<file path="src/hdl/tcm_pkg.sv">
/*
 * Address map, widths and shared types for the ITCM/DTCM subsystem.
 * Every RTL file refers to these by scoped names.
 */
package tcm_pkg;

    typedef logic [31:0] addr_t;
    typedef logic [31:0] data_t;
    typedef logic [3:0]  strb_t;
    typedef logic [7:0]  word_idx_t;
    typedef logic [2:0]  cnt_t;
    typedef logic [1:0]  fifo_ptr_t;

    localparam addr_t       ITCM_BASE        = 32'h8000_0000;
    localparam addr_t       DTCM_BASE        = 32'h8010_0000;
    localparam int unsigned TCM_SIZE         = 1024;
    localparam int unsigned TCM_WORDS        = 256;
    localparam int unsigned MAX_OUTSTANDING  = 4;
    localparam int unsigned FETCH_FIFO_DEPTH = 4;

    // owner of a pending ITCM read
    typedef enum logic {OWNER_M0, OWNER_M1} rd_owner_e;
    // M1 target on one channel
    typedef enum logic {TGT_ITCM, TGT_DTCM} target_e;

    function automatic logic in_itcm(addr_t addr);
        return (addr >= ITCM_BASE) && (addr < ITCM_BASE + TCM_SIZE);
    endfunction

    function automatic logic in_dtcm(addr_t addr);
        return (addr >= DTCM_BASE) && (addr < DTCM_BASE + TCM_SIZE);
    endfunction

endpackage

</file>
<file path="src/hdl/tcm_if.sv">
/*
 * Single-beat AXI-lite style read and write channels between the
 * router, the ITCM arbiter and the two memories.
 */
`timescale 1ns/10ps

interface tcm_rd_if;
    tcm_pkg::addr_t araddr;
    logic           arvalid;
    logic           arready;
    tcm_pkg::data_t rdata;
    logic           rvalid;
    logic           rready;

    modport master (output araddr, arvalid, rready, input arready, rdata, rvalid);
    modport slave (input araddr, arvalid, rready, output arready, rdata, rvalid);
endinterface


</file>
<file path="src/hdl/fetch_resp_fifo.sv">
/*
 * Four-entry buffer for ITCM words owed to the fetch port.
 * A push shows at the output on the next cycle.
 */
`timescale 1ns/10ps

module fetch_resp_fifo (
    input  logic           clk,
    input  logic           rst_n,
    input  logic           push,
    input  tcm_pkg::data_t push_data,
    input  logic           pop,
    output logic           out_valid,
    output tcm_pkg::data_t out_data,
    output logic           full
);

    tcm_pkg::data_t     buf_mem [tcm_pkg::FETCH_FIFO_DEPTH];
    tcm_pkg::fifo_ptr_t wr_ptr;
    tcm_pkg::fifo_ptr_t rd_ptr;
    tcm_pkg::cnt_t      count;

    assign out_valid = (count != '0);
    assign full      = (count == tcm_pkg::cnt_t'(tcm_pkg::FETCH_FIFO_DEPTH));
    assign out_data  = buf_mem[rd_ptr];

    // pointers wrap on their own at depth 4
    always_ff @(posedge clk or negedge rst_n) begin
        if (!rst_n) begin
            wr_ptr <= '0;
            rd_ptr <= '0;
            count  <= '0;
        end else begin
            if (push) begin
                wr_ptr <= wr_ptr + 1'b1;
            end
            if (pop) begin
                rd_ptr <= rd_ptr + 1'b1;
            end
            count <= count + tcm_pkg::cnt_t'(push) - tcm_pkg::cnt_t'(pop);
        end
    end

    always_ff @(posedge clk) begin
        if (push) begin
            buf_mem[wr_ptr] <= push_data;
        end
    end

    // the arbiter's credit count must keep these from happening
    no_overflow_a: assert property (
        @(posedge clk) disable iff (!rst_n) push |-> !full
    );
    no_underflow_a: assert property (
        @(posedge clk) disable iff (!rst_n) pop |-> out_valid
    );

endmodule

</file>
<file path="src/hdl/itcm_read_arbiter.sv">
/*
 * Shares the ITCM read channel between the fetch port and the data
 * router. M1 has fixed priority; M0 words always land in the fetch
 * buffer so a stalled fetch never holds up M1.
 */
`timescale 1ns/10ps

module itcm_read_arbiter (
    input  logic           clk,
    input  logic           rst_n,
    input  tcm_pkg::addr_t m0_araddr,
    input  logic           m0_arvalid,
    output logic           m0_arready,
    output tcm_pkg::data_t m0_rdata,
    output logic           m0_rvalid,
    input  logic           m0_rready,
    tcm_rd_if.slave        m1,
    tcm_rd_if.master       itcm
);

    tcm_pkg::cnt_t        m0_credit;
    tcm_pkg::rd_owner_e   rsp_owner;
    logic                 m0_has_credit;
    logic                 m0_grant;
    logic                 fifo_push;
    logic                 fifo_pop;
    logic                 fifo_full;

    // in-flight plus buffered fetches may not exceed the buffer depth
    assign m0_has_credit = m0_credit < tcm_pkg::cnt_t'(tcm_pkg::FETCH_FIFO_DEPTH);
    assign m0_grant      = m0_arvalid && !m1.arvalid && m0_has_credit;

    assign itcm.araddr  = m1.arvalid ? m1.araddr : m0_araddr;
    assign itcm.arvalid = m1.arvalid || m0_grant;
    assign m1.arready   = itcm.arready;
    assign m0_arready   = m0_grant && itcm.arready;

    // the ram holds one word at a time, so the owner queue is one entry deep
    always_ff @(posedge clk or negedge rst_n) begin
        if (!rst_n) begin
            rsp_owner <= tcm_pkg::OWNER_M0;
            m0_credit <= '0;
        end else begin
            if (itcm.arvalid && itcm.arready) begin
                rsp_owner <= m1.arvalid ? tcm_pkg::OWNER_M1 : tcm_pkg::OWNER_M0;
            end
            m0_credit <= m0_credit + tcm_pkg::cnt_t'(m0_arvalid && m0_arready)
                                   - tcm_pkg::cnt_t'(fifo_pop);
        end
    end

    // response routing by owner
    assign fifo_push   = itcm.rvalid && (rsp_owner == tcm_pkg::OWNER_M0);
    assign itcm.rready = (rsp_owner == tcm_pkg::OWNER_M0) ? !fifo_full : m1.rready;
    assign m1.rvalid   = itcm.rvalid && (rsp_owner == tcm_pkg::OWNER_M1);
    assign m1.rdata    = itcm.rdata;
    assign fifo_pop    = m0_rvalid && m0_rready;

    fetch_resp_fifo i_fetch_resp_fifo (
        .clk       (clk),
        .rst_n     (rst_n),
        .push      (fifo_push),
        .push_data (itcm.rdata),
        .pop       (fifo_pop),
        .out_valid (m0_rvalid),
        .out_data  (m0_rdata),
        .full      (fifo_full)
    );

    m0_in_itcm_a: assert property (
        @(posedge clk) disable iff (!rst_n)
        m0_arvalid && m0_arready |-> tcm_pkg::in_itcm(m0_araddr)
    );

endmodule

</file>
<file path="src/flat_wrapper.sv">
// flat-port wrapper written by rule: the top's interface ports become plain ports
module itcm_read_arbiter_flat 
  (clk, rst_n, m0_araddr, m0_arvalid, m0_arready, m0_rdata, m0_rvalid, m0_rready, m1_araddr, m1_arvalid, m1_rready, m1_arready, m1_rdata, m1_rvalid, itcm_araddr, itcm_arvalid, itcm_rready, itcm_arready, itcm_rdata, itcm_rvalid);
  tcm_rd_if m1_i ();
  tcm_rd_if itcm_i ();
  input  logic clk;
  input  logic rst_n;
  input  tcm_pkg::addr_t m0_araddr;
  input  logic m0_arvalid;
  output logic m0_arready;
  output tcm_pkg::data_t m0_rdata;
  output logic m0_rvalid;
  input  logic m0_rready;
  input wire logic [$bits(m1_i.araddr)-1:0] m1_araddr;
  input wire logic [$bits(m1_i.arvalid)-1:0] m1_arvalid;
  input wire logic [$bits(m1_i.rready)-1:0] m1_rready;
  output wire logic [$bits(m1_i.arready)-1:0] m1_arready;
  output wire logic [$bits(m1_i.rdata)-1:0] m1_rdata;
  output wire logic [$bits(m1_i.rvalid)-1:0] m1_rvalid;
  output wire logic [$bits(itcm_i.araddr)-1:0] itcm_araddr;
  output wire logic [$bits(itcm_i.arvalid)-1:0] itcm_arvalid;
  output wire logic [$bits(itcm_i.rready)-1:0] itcm_rready;
  input wire logic [$bits(itcm_i.arready)-1:0] itcm_arready;
  input wire logic [$bits(itcm_i.rdata)-1:0] itcm_rdata;
  input wire logic [$bits(itcm_i.rvalid)-1:0] itcm_rvalid;
  assign m1_i.araddr = m1_araddr;
  assign m1_i.arvalid = m1_arvalid;
  assign m1_i.rready = m1_rready;
  assign m1_arready = m1_i.arready;
  assign m1_rdata = m1_i.rdata;
  assign m1_rvalid = m1_i.rvalid;
  assign itcm_araddr = itcm_i.araddr;
  assign itcm_arvalid = itcm_i.arvalid;
  assign itcm_rready = itcm_i.rready;
  assign itcm_i.arready = itcm_arready;
  assign itcm_i.rdata = itcm_rdata;
  assign itcm_i.rvalid = itcm_rvalid;
  itcm_read_arbiter u_core (.clk(clk), .rst_n(rst_n), .m0_araddr(m0_araddr), .m0_arvalid(m0_arvalid), .m0_arready(m0_arready), .m0_rdata(m0_rdata), .m0_rvalid(m0_rvalid), .m0_rready(m0_rready), .m1(m1_i), .itcm(itcm_i));
endmodule
</file>
<file path="config.mk">
export PLATFORM = sky130hd
export DESIGN_NAME = itcm_read_arbiter_flat
export DESIGN_NICKNAME = d
export VERILOG_FILES = /design/src/hdl/tcm_pkg.sv /design/src/hdl/tcm_if.sv /design/src/hdl/fetch_resp_fifo.sv /design/src/hdl/itcm_read_arbiter.sv /design/src/flat_wrapper.sv
export SDC_FILE = /design/constraint.sdc
export NUM_CORES = 1
export LEC_CHECK = 0
export ABC_AREA = 0
export BUFFER_PORTS_ARGS = -buffer_cell sky130_fd_sc_hd__buf_2
export CAP_MARGIN = 0
export CORE_MARGIN = 3
export CORE_UTILIZATION = 40
export DETAILED_ROUTE_END_ITERATION = 6
export GPL_TIMING_DRIVEN = 0
export PLACE_DENSITY = 0.66
export REMOVE_ABC_BUFFERS = 1
export SLEW_MARGIN = 0
export SYNTH_ARGS = -nofsm -noshare
export SYNTH_HDL_FRONTEND = slang
export SYNTH_HIERARCHICAL = 1
export SYNTH_SLANG_ARGS = --single-unit
</file>
<file path="constraint.sdc">
create_clock -name clk -period 2.5 [get_ports clk]
set_input_delay 0.5 -clock clk [delete_from_list [all_inputs] [get_ports clk]]
set_output_delay 0.5 -clock clk [all_outputs]
set_load 0.05 [all_outputs]
</file>
==> results.toml <==
[cts]
cts_buffer_depth = 2
clk_pin_slew_ns = 0.05
cts_htree_levels = 4
numClockSinks = 139
cts_tree = "yes"
clock_buffers_created_by_tritoncts = 17
clock_root_buffer_master = "sky130_fd_sc_hd__clkbuf_16"
worstSkewPairLatency_ns = 0.41

[place]
gp_congestion = 0.772
place_hpwl_mm = 8.18
io_buffers = 205

[sta]
finalHoldViolCount = 0
max_freq_ghz = 0.419
post-route-period-util_pct = 95.4
finalCriticalPeriod_ns = 2.39
max_slew_margin_pct = 35.1
worst_clock_skew_ns = 0.00497
timing_worst_slew_pin_value_ns = 0.974
setup-violations-final = 0
worst_hold_slack_ns = 0.312
maxSlewViolCount = 0

[drt]
antenna_left = 0
vias_per_cell = 4.86
detailroute.via_count = 3291
wl_per_cell_um = 17.4
drc_errors = 0
drt_pass1_iterations = 4
finalWirelength_mm = 11.8
number_of_drc_violations_after_detailed_routing_iteration_0 = 127

[finish]
number_of_inserted_filler_cells_in_the_final_layout = 1206
layout_overhead_on_the_synthesized_area_pct = 25.7
design.final.nets = 594
drive_gt1_share_pct = 61.3
n_antenna_cell = 0
post-route-util_pct = 51.8

[die]
die_width_um = 129
std_cell_rows = 44
floorplan.initialDensity_pct = 41.2
boundaryPins = 206
die_height_um = 129
dieArea_sq_mm = 0.0167
core_sq_mm = 0.0147

[min_path]
hold_path_class = "in -> reg"

[global_routing]
gr-usage-met1_pct = 16.4
grt_busiest_layer = "met2"
gr-usage-met3_pct = 4.66
gr-total-overflow = 0
globalRouteTotalUtil_pct = 14.4
grt_pass1_vias = 3437
global_routing_usage_on_met2_pct = 25.1
initial_antenna_violation_count = 0
grt_first_pass_wirelength_mm = 17.6
maximum_number_of_pins_on_one_net_before_global_route_repair = 37

[setup_path]
critical_path.max_fanout = 36
critical-path-top-cell-by-count = "sky130_fd_sc_hd__buf_2"
worstPathRequired_ns = 2.00
worst-setup-path-type = "in -> out"
worst-path-buf-inv = 2
critPathArrivalTime_ns = 1.89
slowest_stage = "sky130_fd_sc_hd__buf_2"
critical_path.top_delay_family = "buffers and inverters"
path_cells = "buf_2, mux2_2, buf_2"
worst_path_largest_cell_delay_ns = 0.73
timing.critical_path.from_type = "primary input"
setup.worst_path.end_class = "primary output"

[pwr]
max-vdd-ir-drop_mv = 0.491
p_per_area_mw_per_mm2 = 1120
power_leakage_nw = 3.07

[synth]
netlist.area_leader.share_pct = 63.4
synth_sequential_area_ratio_pct = 67.9
synth_area_leaders = "sky130_fd_sc_hd__edfxtp_1 63%, sky130_fd_sc_hd__mux4_2 10%, sky130_fd_sc_hd__mux2_4 6.4%"
synth-compound-area-share_pct = 0.433
combinational_family_with_the_most_area_after_synthesis = "multiplexers"
post_synth_num_cell_types = 27
yosys_warnings = 6
mean_post_synth_cell_area_sq_um = 20.6
post_synthesis_cell_area_sq_mm = 0.00606
yosys-mux-area-fraction_pct = 19.7
ys_ff_latch = 139
synth_xor_xnor_area_share_pct = 1.01
synth-adder-area-share_pct = 2.31
number_of_cells_produced_by_synthesis = 294
post_synth_and_or_nand_nor_area_fraction_pct = 1.40
yosysTopAreaCell = "sky130_fd_sc_hd__edfxtp_1"

[run]
max_cap_violations = 0

[outcome]
outcome = "finished clean"
sequential cells by signal (all words and copies together) (netlist names):
register and count:
u_core/rsp_owner 1, u_core/i_fetch_resp_fifo/wr_ptr 2, u_core/i_fetch_resp_fifo/rd_ptr 2, u_core/i_fetch_resp_fifo/count 3
u_core/m0_credit 3, u_core/i_fetch_resp_fifo/buf_mem 128
where the power goes:
group	total (mW)	internal (mW)	switching (mW)	leakage, nW
Clock	2.30	1.45	0.853	0.258
Sequential	3.04	2.82	0.220	1.28
Combinational	3.23	1.10	2.13	1.53
Total	8.57	5.37	3.21	3.07
final cells by class:
| type | count | area, sq um | share of cell area [%] |
|---|---|---|---|
| clock buffer | 22 | 444 | 5.83 |
| clock inverter | 10 | 100 | 1.31 |
| inverter | 10 | 37.5 | 0.493 |
| multi-input combinational | 100 | 1520 | 19.9 |
| sequential | 139 | 4130 | 54.1 |
| tap | 184 | 230 | 3.02 |
| timing repair buffer | 212 | 1160 | 15.3 |
synth_stat cells:
library cell	n
sky130_fd_sc_hd__edfxtp_1	128
sky130_fd_sc_hd__buf_4	33
sky130_fd_sc_hd__mux4_2	28
sky130_fd_sc_hd__mux2_4	26
sky130_fd_sc_hd__dfrtp_1	11
sky130_fd_sc_hd__inv_1	10
sky130_fd_sc_hd__ha_1	8
sky130_fd_sc_hd__and2_1	6
sky130_fd_sc_hd__mux2_2	6
sky130_fd_sc_hd__buf_12	5
sky130_fd_sc_hd__mux4_1	4
sky130_fd_sc_hd__xnor2_1	4
sky130_fd_sc_hd__buf_2	3
sky130_fd_sc_hd__buf_6	3
sky130_fd_sc_hd__nand2_1	3
sky130_fd_sc_hd__xor2_1	3
sky130_fd_sc_hd__fa_1	2
sky130_fd_sc_hd__o21ai_0	2
sky130_fd_sc_hd__a21o_1	1
sky130_fd_sc_hd__a22o_1	1
sky130_fd_sc_hd__and3_1	1
sky130_fd_sc_hd__clkbuf_1	1
sky130_fd_sc_hd__nand3b_1	1
sky130_fd_sc_hd__nor2_1	1
sky130_fd_sc_hd__nor2b_1	1
sky130_fd_sc_hd__or2_2	1
sky130_fd_sc_hd__or3_1	1
through the flow:
| step | area [sq um] | power, mW | worst slack, ns | instances | setup TNS, ns |
|---|---|---|---|---|---|
| floorplan | 5660 | 5.37 | -0.331 | 249 | -6.66 |
| global placement | 6920 | 6.24 | -0.915 | 638 | -81.13 |
| detailed placement | 7030 | 6.32 | -0.166 | 643 | -0.166 |
| CTS | 7610 | 8.69 | 0.0628 | 677 | 0 |
| global route | 7620 | 8.99 | -0.00859 | 677 | -0.00859 |
| finish | 7620 | 8.57 | 0.114 | 677 | 0 |
metal layers:
metal / vias up / part of all wire (%)
met5: - / 0
met4: 0 / 1.4
met3: 16 / 6.6
met2: 138 / 52
met1: 1642 / 40
li1: 1495 / -
cell usage in the layout, fill, tap and decap left out, types with 3 or more instances in the layout:
cell and instances:
sky130_fd_sc_hd__and2_2 4, sky130_fd_sc_hd__buf_12 5, sky130_fd_sc_hd__buf_2 205, sky130_fd_sc_hd__clkbuf_1 5, sky130_fd_sc_hd__clkbuf_16 17, sky130_fd_sc_hd__clkinv_1 4, sky130_fd_sc_hd__dfrtp_1 9, sky130_fd_sc_hd__edfxtp_1 128
sky130_fd_sc_hd__ha_1 8, sky130_fd_sc_hd__inv_1 10, sky130_fd_sc_hd__mux2_2 6, sky130_fd_sc_hd__mux2_4 26, sky130_fd_sc_hd__mux4_1 4, sky130_fd_sc_hd__mux4_2 28, sky130_fd_sc_hd__nand2_1 3, sky130_fd_sc_hd__xnor2_1 3
sky130_fd_sc_hd__xor2_1 3
kinds of logic (layout without fill, tap and decap cells):
kind of cell,Yosys count,count (layout)
and+or+nand+nor,15,15
AOI/OAI and AO/OA,4,4
xor gates and xnor gates,7,7
muxes,64,64
buffers and inverters,55,254
adders and majority gates,10,10
DFF,139,139
what timing repair did:
action                                  4_1_cts  5_1_grt
gates cloned                                  0        0
endpoints found under the setup margin       32        1
hold buffers                                  1        0
resized for setup                             2        1
setup buffers                                 1        0
endpoints found under the hold margin        11        0
worst paths after layout:
kind	from	slack [ns]	end	depth (start not counted)
worst max-delay path	m1_arvalid	0.11	itcm_araddr[0]	3
worst min-delay path	itcm_rdata[5]	0.31	u_core/i_fetch_resp_fifo/buf_mem[2][5]$_DFFE_PP_	1
worst max register to register	u_core/i_fetch_resp_fifo/count[2]$_DFF_PN0_	0.12	u_core/m0_credit[2]$_DFF_PN0_	8
worst min register to register	u_core/i_fetch_resp_fifo/count[2]$_DFF_PN0_	0.49	u_core/i_fetch_resp_fifo/count[2]$_DFF_PN0_	1
max in group asynchronous	rst_n	1.79	u_core/i_fetch_resp_fifo/rd_ptr[0]$_DFFE_PN0P_	2
min in group asynchronous	rst_n	0.48	u_core/i_fetch_resp_fifo/count[0]$_DFF_PN0_	2
Power figures use the tool's default switching activity.
