## src/hdl/tcm_pkg.sv

```systemverilog
/*
 * Address map, widths and shared types for the ITCM/DTCM subsystem.
 * Every RTL file refers to these by scoped names.
 */
package tcm_pkg;

    typedef logic [31:0] addr_t;
    typedef logic [31:0] data_t;
    typedef logic [3:0]  strb_t;
    typedef logic [7:0]  word_idx_t;
    typedef logic [2:0]  cnt_t;
    typedef logic [1:0]  fifo_ptr_t;

    localparam addr_t       ITCM_BASE        = 32'h8000_0000;
    localparam addr_t       DTCM_BASE        = 32'h8010_0000;
    localparam int unsigned TCM_SIZE         = 1024;
    localparam int unsigned TCM_WORDS        = 256;
    localparam int unsigned MAX_OUTSTANDING  = 4;
    localparam int unsigned FETCH_FIFO_DEPTH = 4;

    // owner of a pending ITCM read
    typedef enum logic {OWNER_M0, OWNER_M1} rd_owner_e;
    // M1 target on one channel
    typedef enum logic {TGT_ITCM, TGT_DTCM} target_e;

    function automatic logic in_itcm(addr_t addr);
        return (addr >= ITCM_BASE) && (addr < ITCM_BASE + TCM_SIZE);
    endfunction

    function automatic logic in_dtcm(addr_t addr);
        return (addr >= DTCM_BASE) && (addr < DTCM_BASE + TCM_SIZE);
    endfunction

endpackage

```

## src/hdl/tcm_if.sv

```systemverilog
/*
 * Single-beat AXI-lite style read and write channels between the
 * router, the ITCM arbiter and the two memories.
 */
`timescale 1ns/10ps

interface tcm_rd_if;
    tcm_pkg::addr_t araddr;
    logic           arvalid;
    logic           arready;
    tcm_pkg::data_t rdata;
    logic           rvalid;
    logic           rready;

    modport master (output araddr, arvalid, rready, input arready, rdata, rvalid);
    modport slave (input araddr, arvalid, rready, output arready, rdata, rvalid);
endinterface

interface tcm_wr_if;
    tcm_pkg::addr_t awaddr;
    logic           awvalid;
    logic           awready;
    tcm_pkg::data_t wdata;
    tcm_pkg::strb_t wstrb;
    logic           wvalid;
    logic           wready;
    logic           bvalid;
    logic           bready;

    modport master (
        output awaddr, awvalid, wdata, wstrb, wvalid, bready,
        input  awready, wready, bvalid
    );
    modport slave (
        input  awaddr, awvalid, wdata, wstrb, wvalid, bready,
        output awready, wready, bvalid
    );
endinterface

```

## src/hdl/data_port_router.sv

```systemverilog
/*
 * Steers data-port reads and writes to the ITCM or the DTCM.
 * Outstanding transactions are counted per target; a channel only
 * moves to the other target once the current one has drained.
 */
`timescale 1ns/10ps

module data_port_router (
    input  logic           clk,
    input  logic           rst_n,
    input  tcm_pkg::addr_t m1_araddr,
    input  logic           m1_arvalid,
    output logic           m1_arready,
    output tcm_pkg::data_t m1_rdata,
    output logic           m1_rvalid,
    input  logic           m1_rready,
    input  tcm_pkg::addr_t m1_awaddr,
    input  logic           m1_awvalid,
    output logic           m1_awready,
    input  tcm_pkg::data_t m1_wdata,
    input  tcm_pkg::strb_t m1_wstrb,
    input  logic           m1_wvalid,
    output logic           m1_wready,
    output logic           m1_bvalid,
    input  logic           m1_bready,
    tcm_rd_if.master       itcm_rd,
    tcm_rd_if.master       dtcm_rd,
    tcm_wr_if.master       itcm_wr,
    tcm_wr_if.master       dtcm_wr
);

    localparam tcm_pkg::cnt_t CNT_MAX = tcm_pkg::cnt_t'(tcm_pkg::MAX_OUTSTANDING);

    tcm_pkg::cnt_t   rd_cnt [2];
    tcm_pkg::cnt_t   wr_cnt [2];
    tcm_pkg::target_e rd_tgt;
    tcm_pkg::target_e wr_tgt;
    tcm_pkg::target_e ar_tgt;
    tcm_pkg::target_e aw_tgt;
    logic            ar_ok;
    logic            aw_ok;
    logic [1:0]      ar_inc;
    logic [1:0]      r_dec;
    logic [1:0]      aw_inc;
    logic [1:0]      b_dec;

    // anything outside the ITCM window is taken as DTCM
    assign ar_tgt = tcm_pkg::in_itcm(m1_araddr) ? tcm_pkg::TGT_ITCM : tcm_pkg::TGT_DTCM;
    assign aw_tgt = tcm_pkg::in_itcm(m1_awaddr) ? tcm_pkg::TGT_ITCM : tcm_pkg::TGT_DTCM;

    // same target, or the old one drained, and room left on the new one
    assign ar_ok = ((ar_tgt == rd_tgt) || (rd_cnt[rd_tgt] == '0)) && (rd_cnt[ar_tgt] < CNT_MAX);
    assign aw_ok = ((aw_tgt == wr_tgt) || (wr_cnt[wr_tgt] == '0)) && (wr_cnt[aw_tgt] < CNT_MAX);

    // read address and data
    assign itcm_rd.araddr  = m1_araddr;
    assign dtcm_rd.araddr  = m1_araddr;
    assign itcm_rd.arvalid = m1_arvalid && ar_ok && (ar_tgt == tcm_pkg::TGT_ITCM);
    assign dtcm_rd.arvalid = m1_arvalid && ar_ok && (ar_tgt == tcm_pkg::TGT_DTCM);
    assign m1_arready = ar_ok && ((ar_tgt == tcm_pkg::TGT_ITCM) ? itcm_rd.arready : dtcm_rd.arready);
    assign itcm_rd.rready = m1_rready && (rd_tgt == tcm_pkg::TGT_ITCM);
    assign dtcm_rd.rready = m1_rready && (rd_tgt == tcm_pkg::TGT_DTCM);
    assign m1_rvalid = (rd_tgt == tcm_pkg::TGT_ITCM) ? itcm_rd.rvalid : dtcm_rd.rvalid;
    assign m1_rdata  = (rd_tgt == tcm_pkg::TGT_ITCM) ? itcm_rd.rdata : dtcm_rd.rdata;

    // write address, data and response
    assign itcm_wr.awaddr  = m1_awaddr;
    assign dtcm_wr.awaddr  = m1_awaddr;
    assign itcm_wr.wdata   = m1_wdata;
    assign dtcm_wr.wdata   = m1_wdata;
    assign itcm_wr.wstrb   = m1_wstrb;
    assign dtcm_wr.wstrb   = m1_wstrb;
    assign itcm_wr.awvalid = m1_awvalid && aw_ok && (aw_tgt == tcm_pkg::TGT_ITCM);
    assign dtcm_wr.awvalid = m1_awvalid && aw_ok && (aw_tgt == tcm_pkg::TGT_DTCM);
    assign itcm_wr.wvalid  = m1_wvalid && aw_ok && (aw_tgt == tcm_pkg::TGT_ITCM);
    assign dtcm_wr.wvalid  = m1_wvalid && aw_ok && (aw_tgt == tcm_pkg::TGT_DTCM);
    assign m1_awready = aw_ok && ((aw_tgt == tcm_pkg::TGT_ITCM) ? itcm_wr.awready : dtcm_wr.awready);
    assign m1_wready  = aw_ok && ((aw_tgt == tcm_pkg::TGT_ITCM) ? itcm_wr.wready : dtcm_wr.wready);
    assign itcm_wr.bready = m1_bready && (wr_tgt == tcm_pkg::TGT_ITCM);
    assign dtcm_wr.bready = m1_bready && (wr_tgt == tcm_pkg::TGT_DTCM);
    assign m1_bvalid = (wr_tgt == tcm_pkg::TGT_ITCM) ? itcm_wr.bvalid : dtcm_wr.bvalid;

    // handshakes per target, indexed by target_e
    assign ar_inc = {dtcm_rd.arvalid && dtcm_rd.arready, itcm_rd.arvalid && itcm_rd.arready};
    assign r_dec  = {dtcm_rd.rvalid && dtcm_rd.rready, itcm_rd.rvalid && itcm_rd.rready};
    assign aw_inc = {dtcm_wr.awvalid && dtcm_wr.awready, itcm_wr.awvalid && itcm_wr.awready};
    assign b_dec  = {dtcm_wr.bvalid && dtcm_wr.bready, itcm_wr.bvalid && itcm_wr.bready};

    always_ff @(posedge clk or negedge rst_n) begin
        if (!rst_n) begin
            for (int t = 0; t < 2; t++) begin
                rd_cnt[t] <= '0;
                wr_cnt[t] <= '0;
            end
            rd_tgt <= tcm_pkg::TGT_ITCM;
            wr_tgt <= tcm_pkg::TGT_ITCM;
        end else begin
            for (int t = 0; t < 2; t++) begin
                rd_cnt[t] <= rd_cnt[t] + tcm_pkg::cnt_t'(ar_inc[t]) - tcm_pkg::cnt_t'(r_dec[t]);
                wr_cnt[t] <= wr_cnt[t] + tcm_pkg::cnt_t'(aw_inc[t]) - tcm_pkg::cnt_t'(b_dec[t]);
            end
            if (m1_arvalid && m1_arready) begin
                rd_tgt <= ar_tgt;
            end
            if (m1_awvalid && m1_awready) begin
                wr_tgt <= aw_tgt;
            end
        end
    end

    ar_in_window_a: assert property (
        @(posedge clk) disable iff (!rst_n)
        m1_arvalid && m1_arready |-> tcm_pkg::in_itcm(m1_araddr) || tcm_pkg::in_dtcm(m1_araddr)
    );
    aw_in_window_a: assert property (
        @(posedge clk) disable iff (!rst_n)
        m1_awvalid && m1_awready |-> tcm_pkg::in_itcm(m1_awaddr) || tcm_pkg::in_dtcm(m1_awaddr)
    );

endmodule

```

## src/flat_wrapper.sv

```systemverilog
// flat-port wrapper written by rule: the top's interface ports become plain ports
module data_port_router_flat 
  (clk, rst_n, m1_araddr, m1_arvalid, m1_arready, m1_rdata, m1_rvalid, m1_rready, m1_awaddr, m1_awvalid, m1_awready, m1_wdata, m1_wstrb, m1_wvalid, m1_wready, m1_bvalid, m1_bready, itcm_rd_araddr, itcm_rd_arvalid, itcm_rd_rready, itcm_rd_arready, itcm_rd_rdata, itcm_rd_rvalid, dtcm_rd_araddr, dtcm_rd_arvalid, dtcm_rd_rready, dtcm_rd_arready, dtcm_rd_rdata, dtcm_rd_rvalid, itcm_wr_awaddr, itcm_wr_awvalid, itcm_wr_wdata, itcm_wr_wstrb, itcm_wr_wvalid, itcm_wr_bready, itcm_wr_awready, itcm_wr_wready, itcm_wr_bvalid, dtcm_wr_awaddr, dtcm_wr_awvalid, dtcm_wr_wdata, dtcm_wr_wstrb, dtcm_wr_wvalid, dtcm_wr_bready, dtcm_wr_awready, dtcm_wr_wready, dtcm_wr_bvalid);
  tcm_rd_if itcm_rd_i ();
  tcm_rd_if dtcm_rd_i ();
  tcm_wr_if itcm_wr_i ();
  tcm_wr_if dtcm_wr_i ();
  input  logic clk;
  input  logic rst_n;
  input  tcm_pkg::addr_t m1_araddr;
  input  logic m1_arvalid;
  output logic m1_arready;
  output tcm_pkg::data_t m1_rdata;
  output logic m1_rvalid;
  input  logic m1_rready;
  input  tcm_pkg::addr_t m1_awaddr;
  input  logic m1_awvalid;
  output logic m1_awready;
  input  tcm_pkg::data_t m1_wdata;
  input  tcm_pkg::strb_t m1_wstrb;
  input  logic m1_wvalid;
  output logic m1_wready;
  output logic m1_bvalid;
  input  logic m1_bready;
  output wire logic [$bits(itcm_rd_i.araddr)-1:0] itcm_rd_araddr;
  output wire logic [$bits(itcm_rd_i.arvalid)-1:0] itcm_rd_arvalid;
  output wire logic [$bits(itcm_rd_i.rready)-1:0] itcm_rd_rready;
  input wire logic [$bits(itcm_rd_i.arready)-1:0] itcm_rd_arready;
  input wire logic [$bits(itcm_rd_i.rdata)-1:0] itcm_rd_rdata;
  input wire logic [$bits(itcm_rd_i.rvalid)-1:0] itcm_rd_rvalid;
  output wire logic [$bits(dtcm_rd_i.araddr)-1:0] dtcm_rd_araddr;
  output wire logic [$bits(dtcm_rd_i.arvalid)-1:0] dtcm_rd_arvalid;
  output wire logic [$bits(dtcm_rd_i.rready)-1:0] dtcm_rd_rready;
  input wire logic [$bits(dtcm_rd_i.arready)-1:0] dtcm_rd_arready;
  input wire logic [$bits(dtcm_rd_i.rdata)-1:0] dtcm_rd_rdata;
  input wire logic [$bits(dtcm_rd_i.rvalid)-1:0] dtcm_rd_rvalid;
  output wire logic [$bits(itcm_wr_i.awaddr)-1:0] itcm_wr_awaddr;
  output wire logic [$bits(itcm_wr_i.awvalid)-1:0] itcm_wr_awvalid;
  output wire logic [$bits(itcm_wr_i.wdata)-1:0] itcm_wr_wdata;
  output wire logic [$bits(itcm_wr_i.wstrb)-1:0] itcm_wr_wstrb;
  output wire logic [$bits(itcm_wr_i.wvalid)-1:0] itcm_wr_wvalid;
  output wire logic [$bits(itcm_wr_i.bready)-1:0] itcm_wr_bready;
  input wire logic [$bits(itcm_wr_i.awready)-1:0] itcm_wr_awready;
  input wire logic [$bits(itcm_wr_i.wready)-1:0] itcm_wr_wready;
  input wire logic [$bits(itcm_wr_i.bvalid)-1:0] itcm_wr_bvalid;
  output wire logic [$bits(dtcm_wr_i.awaddr)-1:0] dtcm_wr_awaddr;
  output wire logic [$bits(dtcm_wr_i.awvalid)-1:0] dtcm_wr_awvalid;
  output wire logic [$bits(dtcm_wr_i.wdata)-1:0] dtcm_wr_wdata;
  output wire logic [$bits(dtcm_wr_i.wstrb)-1:0] dtcm_wr_wstrb;
  output wire logic [$bits(dtcm_wr_i.wvalid)-1:0] dtcm_wr_wvalid;
  output wire logic [$bits(dtcm_wr_i.bready)-1:0] dtcm_wr_bready;
  input wire logic [$bits(dtcm_wr_i.awready)-1:0] dtcm_wr_awready;
  input wire logic [$bits(dtcm_wr_i.wready)-1:0] dtcm_wr_wready;
  input wire logic [$bits(dtcm_wr_i.bvalid)-1:0] dtcm_wr_bvalid;
  assign itcm_rd_araddr = itcm_rd_i.araddr;
  assign itcm_rd_arvalid = itcm_rd_i.arvalid;
  assign itcm_rd_rready = itcm_rd_i.rready;
  assign itcm_rd_i.arready = itcm_rd_arready;
  assign itcm_rd_i.rdata = itcm_rd_rdata;
  assign itcm_rd_i.rvalid = itcm_rd_rvalid;
  assign dtcm_rd_araddr = dtcm_rd_i.araddr;
  assign dtcm_rd_arvalid = dtcm_rd_i.arvalid;
  assign dtcm_rd_rready = dtcm_rd_i.rready;
  assign dtcm_rd_i.arready = dtcm_rd_arready;
  assign dtcm_rd_i.rdata = dtcm_rd_rdata;
  assign dtcm_rd_i.rvalid = dtcm_rd_rvalid;
  assign itcm_wr_awaddr = itcm_wr_i.awaddr;
  assign itcm_wr_awvalid = itcm_wr_i.awvalid;
  assign itcm_wr_wdata = itcm_wr_i.wdata;
  assign itcm_wr_wstrb = itcm_wr_i.wstrb;
  assign itcm_wr_wvalid = itcm_wr_i.wvalid;
  assign itcm_wr_bready = itcm_wr_i.bready;
  assign itcm_wr_i.awready = itcm_wr_awready;
  assign itcm_wr_i.wready = itcm_wr_wready;
  assign itcm_wr_i.bvalid = itcm_wr_bvalid;
  assign dtcm_wr_awaddr = dtcm_wr_i.awaddr;
  assign dtcm_wr_awvalid = dtcm_wr_i.awvalid;
  assign dtcm_wr_wdata = dtcm_wr_i.wdata;
  assign dtcm_wr_wstrb = dtcm_wr_i.wstrb;
  assign dtcm_wr_wvalid = dtcm_wr_i.wvalid;
  assign dtcm_wr_bready = dtcm_wr_i.bready;
  assign dtcm_wr_i.awready = dtcm_wr_awready;
  assign dtcm_wr_i.wready = dtcm_wr_wready;
  assign dtcm_wr_i.bvalid = dtcm_wr_bvalid;
  data_port_router u_core (.clk(clk), .rst_n(rst_n), .m1_araddr(m1_araddr), .m1_arvalid(m1_arvalid), .m1_arready(m1_arready), .m1_rdata(m1_rdata), .m1_rvalid(m1_rvalid), .m1_rready(m1_rready), .m1_awaddr(m1_awaddr), .m1_awvalid(m1_awvalid), .m1_awready(m1_awready), .m1_wdata(m1_wdata), .m1_wstrb(m1_wstrb), .m1_wvalid(m1_wvalid), .m1_wready(m1_wready), .m1_bvalid(m1_bvalid), .m1_bready(m1_bready), .itcm_rd(itcm_rd_i), .dtcm_rd(dtcm_rd_i), .itcm_wr(itcm_wr_i), .dtcm_wr(dtcm_wr_i));
endmodule
```

## config.mk

```make
export PLATFORM = sky130hd
export DESIGN_NAME = data_port_router_flat
export DESIGN_NICKNAME = d
export VERILOG_FILES = /design/src/hdl/tcm_pkg.sv /design/src/hdl/tcm_if.sv /design/src/hdl/data_port_router.sv /design/src/flat_wrapper.sv
export SDC_FILE = /design/constraint.sdc
export NUM_CORES = 1
export LEC_CHECK = 0
export CAP_MARGIN = 40
export CORE_AREA = 2 2 164 166
export CTS_CLUSTER_SIZE = 20
export DETAILED_ROUTE_END_ITERATION = 10
export DIE_AREA = 0 0 166 168
export DONT_BUFFER_PORTS = 1
export GPL_TIMING_DRIVEN = 0
export PLACE_DENSITY = 0.34
export REMOVE_ABC_BUFFERS = 1
export SLEW_MARGIN = 10
export SYNTH_ARGS = -nofsm -noshare
export SYNTH_HDL_FRONTEND = slang
export SYNTH_SLANG_ARGS = --single-unit
export TNS_END_PERCENT = 10
```

## constraint.sdc

```tcl
create_clock -name clk -period 3.6 [get_ports clk]
set_input_delay 0.54 -clock clk [delete_from_list [all_inputs] [get_ports clk]]
set_output_delay 0.54 -clock clk [all_outputs]
set_load 0.01 [all_outputs]
```

==> key figures, run 1 <==
Run status
  – Outcome: completed

Global route
  – Vias in the first global route: 1794
  – Largest net degree at the start of global routing: 41
  – First-pass GRT wire length: 20.10 mm
  – Gr ovfl total: 0
  – GRT Total Usage: 11.17%
  – Initial antenna violation count: 2

Synth
  – Post-synthesis sequential area ratio: 11.77%
  – Top_reg_cell synth: dfrtp_1
  – Ys async rst share: 100.0%
  – Synthesized area per cell: 8.453 sq um
  – Most frequent cells after synthesis: buf_4 (200), mux2_2 (34), inv_1 (17)
  – Mux share of post-synthesis cell area: 12.87%
  – Synth Area in XOR/XNOR: 2.355%
  – Top-area cell type share of the netlist area: 50.46%
  – Simple-gate share of the synthesized area: 10.34%
  – Post-Synth Adder-Cell Area: 6.056%
  – Compound-Gate Fraction of Synth Area: 3.448%
  – Synth cell types: 35
  – Mapped Area: 0.002975 sq mm
  – Top-count cell post-synth: buf_4
  – Cells after Synth: 352
  – Synth area leader: buf_4
  – Register bit count reported by yosys: 14
  – Synth area leaders: buf_4 (50%), mux2_2 (13%), dfrtp_1 (12%), ha_1 (3.4%), fa_1 (2.7%)
  – Number of flops mapped to enable cells by yosys: 0
  – Synth warn: 0
  – Largest family of logic cells by synthesized area: buffers and inverters

Final layout
  – Area grow syn2layout: -33.47%
  – Layout cells sized above 1: 28.76%
  – # fillers: 3073
  – Nets: 347
  – Final core utilization: 7.512%

CTS
  – Post-CTS sizing: 0
  – Clock Path Buffers: 2
  – CTS tree: yes
  – Clock buffer count from CTS: 3
  – Clock sink count: 14
  – Worst-Skew Late Latency: 0.24 ns
  – Root buf cell: clkbuf_16
  – H-tree levels: 1
  – Clock-pin slew reported for the worst setup and hold paths after clock tree synthesis: 0.05 ns

Route
  – Vias per cell: 3.425
  – DR vias: 1699
  – DRC: 0
  – Final wirelength: 16.70 mm
  – Post-DRT Antenna Nets: 0
  – Wirelength per Cell: 33.66 um
  – 1st-iter DRT viols: 48
  – First-pass DRT Iterations: 4

Die
  – Core Area: 0.02635 sq mm
  – I/O pin total: 428
  – Die H: 168 um
  – Initial cell density of the core: 11.29%
  – Cell Rows: 60
  – Die footprint: 0.02789 sq mm
  – Width of the die: 166 um

Setup path
  – CP peak stage delay: 0.69 ns
  – Critical path arrival: 2.99 ns
  – Cells along the critical path: o21bai_1, o21ba_2, o21ai_0, nor2_1, ha_1, fa_1, xnor2_1, xnor2_1
  – CP Launch Type: flip-flop
  – Critical path peak fanout: 40
  – CP dominant cell by count: xnor2_1
  – WP data required: 3.77 ns
  – Critical Path Start: u_core.rd_tgt
  – Crit path max-delay cell type: dfrtp_2
  – WS Path Type: flip-flop to flip-flop
  – R2r startpoint: u_core.rd_tgt
  – CP Capture Type: flip-flop

STA
  – Worst slew margin: 43.83%
  – Period utilisation layout: 78.38%
  – RSZ-0062 raised after global routing: false
  – Slew Viols, Final: 0
  – Final setup viols: 0
  – Min Tclk post-route: 2.822 ns
  – Max Clock Freq: 354.4 MHz
  – Fin Setup TNS: 0 ns
  – Clock Skew: 0.001040 ns
  – Worst-margin pin slew: 0.8425 ns
  – Fin. Hold Viols: 0

Placed design
  – Post-DP HPWL: 15.32 mm
  – Final Wtd Congestion: 0.8001
  – Port bufs: 0

Hold path
  – HP Class: input pin to flip-flop
  – Hold path start: m1_arvalid

Power and ir drop
  – Pwr/cell area: 407.5 mW/mm^2
  – Leakage: 0.6671 nW
  – Worst VDD drop: 119.7 uV

Flow run
  – Max-cap violations: 0
through the flow:
stage | cell area, sq um | setup WS (ns) | total power, W | hold slack (ns) | std cells
6_report | 1979 | 0.7782 | 0.0008066 | 0.4818 | 496
5_1_grt | 1979 | 0.5606 | 0.0008716 | 0.4932 | 496
4_1_cts | 1974 | 0.7301 | 0.0008237 | 0.4760 | 494
3_5_place_dp | 1886 | 0.7130 | 0.0005970 | 0.2469 | 489
3_3_place_gp | 1884 | 0.4075 | 0.0005830 | 0.2470 | 489
2_1_floorplan | 1458 | 0.8848 | 0.0005187 | 0.2444 | 148
worst max-delay path, delay by kind of cell (launching register included):
family | cells | cell delay, ns
AO/OA/AOI/OAI | 3 | 0.97
XOR/XNOR | 2 | 0.33
adder cells (fa/ha/maj) | 2 | 0.61
flip-flops | 1 | 0.69
AND/OR/NAND/NOR | 1 | 0.15
placed cells by master (no fill, tap or decap), types with 2 or more instances in the layout:
cell and count:
a22o_1 2, a31oi_1 2, and2_1 7, and3_1 4, clkbuf_16 3, dfrtp_1 13, diode_2 2, fa_1 4
ha_1 8, inv_1 17, mux2_2 34, nand2_1 2, nand3_1 2, nand4_1 3, nor2_1 9, nor2b_1 3
nor3_1 4, nor4_1 8, o21ai_0 3, xnor2_1 8
worst paths after layout:
kind                                    endpoint  slack [ns]  cells past startpoint
worst max-delay path            u_core.rd_cnt[5]        0.78                      8
worst min-delay path               u_core.rd_tgt        0.48                      2
worst max register to register  u_core.rd_cnt[5]        0.78                      8
worst min register to register  u_core.wr_cnt[2]        0.58                      1
max in group asynchronous          u_core.rd_tgt        2.24                      1
min in group asynchronous       u_core.rd_cnt[1]        0.82                      1
layer usage:
metal	up-vias	global-route usage, %	part of all wire (%)
li1	547	-	-
met1	716	8.650	27
met2	396	18.00	45
met3	32	12.55	25
met4	8	1.966	1.5
met5	-	8.174	1.8
flip-flops by register name, summed over array words and instances (netlist names):
name           flops
u_core.rd_tgt      1
u_core.wr_tgt      1
u_core.rd_cnt      6
u_core.wr_cnt      6
kinds of logic (layout without fill, tap and decap cells):
kind of cell | Yosys count | in the layout
buffers and inverters | 221 | 22
and+or+nand+nor | 49 | 49
muxes | 34 | 34
AOI/OAI and AO/OA | 14 | 14
DFF | 14 | 14
adders and majority gates | 12 | 12
xor gates and xnor gates | 8 | 8
other | 0 | 2
where the power goes:
group / leakage [nW] / switching, W / total [W] / internal, W
registers: 0.155 / 0.0000521 / 0.000268 / 0.000216
logic: 0.474 / 0.000175 / 0.000326 / 0.000151
clock network: 0.0382 / 0.0000635 / 0.000213 / 0.000150
layout make-up:
cell class	count	area, sq um	area share, %
Multi-Input combinational cell	117	1044	52.72
Tap cell	341	426.7	21.55
Sequential cell	14	351.6	17.76
Clock buffer	4	78.83	3.982
Inverter	17	63.81	3.224
Timing Repair Buffer	1	10.01	0.5057
Antenna cell	2	5.005	0.2528
timing repair:
| item | in CTS | in global routing |
|---|---|---|
| hold endpoints to repair | 14 | 0 |
| hold buffers | 1 | 0 |
| buffers inserted | 0 | 0 |
(Power assumes the default switching activity.)
==> run 2: changes to the inputs <==
clock period = 2.48 ns   (was 3.6 ns; I/O delays follow)
==> run 2 against run 1 <==
  * First-iteration DRC count is 29% higher
  * Wire length is 1.7% higher
  * Non-clock buffer count is 1 higher
  * Critical path type unchanged
  * Largest power group unchanged
  * Cell count is 0.40% higher
  * Fmax is 19% higher
  * Core utilization is 0.23 points higher
  * Clock skew hardly changed
  * Via count is 1.3% higher
  * Clock-buffer cell count stayed put
  * Worst hold slack worse by 0.17 ns
==> key figures, run 2 (synthesized netlist as in run 1, its figures left out) <==
Run status
  – Outcome: completed (unchanged)

Placed design
  – Final Wtd Congestion: 0.8001 (unchanged)
  – Port bufs: 0 (unchanged)
  – Cells after DPL: 489 (unchanged)
  – Post-DP HPWL: 15.32 mm (unchanged)

Power and ir drop
  – Psw: 0.0004258 W (was 0.0002902 W)
  – Pwr/cell area: 587.8 mW/mm^2 (was 407.5 mW/mm^2)
  – Seq pwr share: 32.7% (was 33.2%)
  – Net Sw Frac: 35.52% (was 35.98%)
  – Cell Int Power: 0.0007729 W (was 0.0005164 W)
  – Leakage: 0.6888 nW (was 0.6671 nW)
  – Comb pwr share: 41.5% (was 40.4%)
  – Worst VDD drop: 179.7 uV (was 119.7 uV)
  – Clock power frac: 25.8% (was 26.4%)

Die
  – Cell Rows: 60 (unchanged)
  – Die footprint: 0.02789 sq mm (unchanged)
  – Width of the die: 166 um (unchanged)
  – Core Area: 0.02635 sq mm (unchanged)
  – Initial cell density of the core: 11.29% (unchanged)
  – Die H: 168 um (unchanged)
  – I/O pin total: 428 (unchanged)

Global route
  – Initial antenna violation count: 2 (unchanged)
  – GRT Total Usage: 11.37% (was 11.17%)
  – First-pass GRT wire length: 20.43 mm (was 20.10 mm)
  – Largest net degree at the start of global routing: 22 (was 41)
  – Vias in the first global route: 1815 (was 1794)
  – Gr ovfl total: 0 (unchanged)

Setup path
  – Reg-to-Reg End: u_core.rd_cnt[5] (unchanged)
  – Reg-to-reg setup timing slack: 0.11 ns (was 0.78 ns)
  – WS Path Type: flip-flop to flip-flop (unchanged)
  – CP Capture Type: flip-flop (unchanged)
  – CP dominant cell by count: xnor2_1 (unchanged)
  – CP peak stage delay: 0.45 ns (was 0.69 ns)
  – Critical path peak fanout: 5 (was 40)
  – Crit path max-delay cell type: dfrtp_1 (was dfrtp_2)
  – WP data required: 2.65 ns (was 3.77 ns)
  – Cells along the critical path: or3_4, nand4_1, o21ba_2, o21ai_2, nor2_1, ha_1, fa_1, xnor2_1, xnor2_1 (was o21bai_1, o21ba_2, o21ai_0, nor2_1, ha_1, fa_1, xnor2_1, xnor2_1)
  – Critical path arrival: 2.53 ns (was 2.99 ns)
  – CP Launch Type: flip-flop (unchanged)
  – Worst r2r path cells: 9 (was 8)
  – R2r startpoint: u_core.rd_cnt[5] (was u_core.rd_tgt)

Final layout
  – Nets: 348 (was 347)
  – Commonest non-fill, non-tap cell in the layout: mux2_2 (unchanged)
  – Layout cells sized above 1: 32.47% (was 28.76%)
  – Non-Filler Instances: 498 (was 496)
  – Area grow syn2layout: -31.45% (was -33.47%)
  – Largest regs: u_core.rd_cnt (6), u_core.wr_cnt (6) (unchanged)
  – # fillers: 3070 (was 3073)
  – Most frequent cells in the layout: mux2_2 (34), inv_1 (17), dfrtp_1 (13) (unchanged)
  – Final core utilization: 7.740% (was 7.512%)

Hold path
  – Hold path start: m1_arvalid (unchanged)
  – Hold path cells: 2 (unchanged)
  – HP Class: input pin to flip-flop (unchanged)
  – Worst Hold End: u_core.rd_tgt (unchanged)

Route
  – DR vias: 1721 (was 1699)
  – Final wirelength: 16.98 mm (was 16.70 mm)
  – DRC: 0 (unchanged)
  – Post-DRT Antenna Nets: 0 (unchanged)
  – Wirelength per Cell: 34.09 um (was 33.66 um)
  – First-pass DRT Iterations: 4 (unchanged)
  – 1st-iter DRT viols: 62 (was 48)
  – Vias per cell: 3.456 (was 3.425)

STA
  – Clock Skew: 0.001023 ns (was 0.001040 ns)
  – Period utilisation layout: 95.45% (was 78.38%)
  – Fin. Hold Viols: 0 (unchanged)
  – Final setup viols: 0 (unchanged)
  – Worst slew margin: 47.45% (was 43.83%)
  – Worst-margin pin slew: 0.7856 ns (was 0.8425 ns)
  – Slew Viols, Final: 0 (unchanged)
  – RSZ-0062 raised after global routing: false (unchanged)
  – Min Tclk post-route: 2.367 ns (was 2.822 ns)
  – Max Clock Freq: 422.4 MHz (was 354.4 MHz)

CTS
  – Clock Path Buffers: 2 (unchanged)
  – Worst-Skew Late Latency: 0.24 ns (about the same)
  – CTS tree: yes (unchanged)
  – Clock-pin slew reported for the worst setup and hold paths after clock tree synthesis: 0.05 ns (about the same)
  – H-tree levels: 1 (unchanged)
  – Root buf cell: clkbuf_16 (unchanged)
  – Clock sink count: 14 (unchanged)
  – Clock buffer count from CTS: 3 (unchanged)

Flow run
  – Max-cap violations: 0 (unchanged)
run 2: cell count changes in the layout (fill, tap and decap cells not counted), sizes merged:
cell,change
buf,+1
diode,+1
run 2: repair_timing:
item                                    4_1_cts  5_1_grt
endpoints found under the hold margin        14        0
hold buffers                                  1        0
setup buffers                                 1        0
endpoints found under the setup margin        6        3
resized for setup                             4        4
run 2: critical path: cells and delay by family, from the launching register on:
kind	cells	cell delay, ns
and+or+nand+nor	3	0.45
DFF	1	0.45
xor gates and xnor gates	2	0.33
AOI/OAI and AO/OA	2	0.47
adders and majority gates	2	0.59
run 2: through the flow:
step                      setup WS, ns  setup TNS (ns)  cell area, sq um  hold slack (ns)  total power [W]
after global routing          0.002971               0              2037           0.3276         0.001293
after detailed placement       -0.3090         -0.7864              1886          0.07895        0.0008667
after CTS                     0.001426               0              2012           0.3080         0.001203
after global placement         -0.7125          -3.993              1884          0.07900        0.0008463
after floorplan                -0.2352         -0.4501              1458          0.07641        0.0007530
final                           0.1128               0              2039           0.3153         0.001199
run 2: routing by layer:
layer | global-route usage (%) | share of wire, %
met4 | 2.117 | 1.6
met3 | 12.55 | 24
met5 | 8.174 | 1.8
met1 | 8.965 | 27
met2 | 18.26 | 45
run 2: cell type report:
type / count / area, sq um / area share, %
tap: 341 / 426.7 / 20.92
multi-input combinational: 117 / 1071 / 52.52
antenna: 3 / 7.507 / 0.3681
clock buffer: 4 / 78.83 / 3.865
timing repair buffer: 2 / 37.54 / 1.840
sequential: 14 / 354.1 / 17.36
inverter: 17 / 63.81 / 3.129
run 2: power by group through the flow:
stage               logic (W)  clock network, W  registers, W
floorplan            0.000383                 0      0.000370
finish               0.000498          0.000309      0.000392
global placement     0.000458                 0      0.000388
global route         0.000564          0.000328      0.000401
CTS                  0.000493          0.000320      0.000390
detailed placement   0.000474                 0      0.000393
run 2: worst max path at each step:
| stage | endpoint | start |
|---|---|---|
| finish | u_core.rd_cnt[5] | u_core.rd_cnt[5] |
| global route | u_core.rd_cnt[5] | u_core.rd_cnt[5] |
| CTS | u_core.wr_cnt[2] | u_core.wr_cnt[5] |
| detailed placement | u_core.rd_cnt[5] | u_core.rd_tgt |
| global placement | u_core.rd_cnt[5] | u_core.rd_tgt |
| floorplan | u_core.rd_cnt[5] | u_core.rd_tgt |
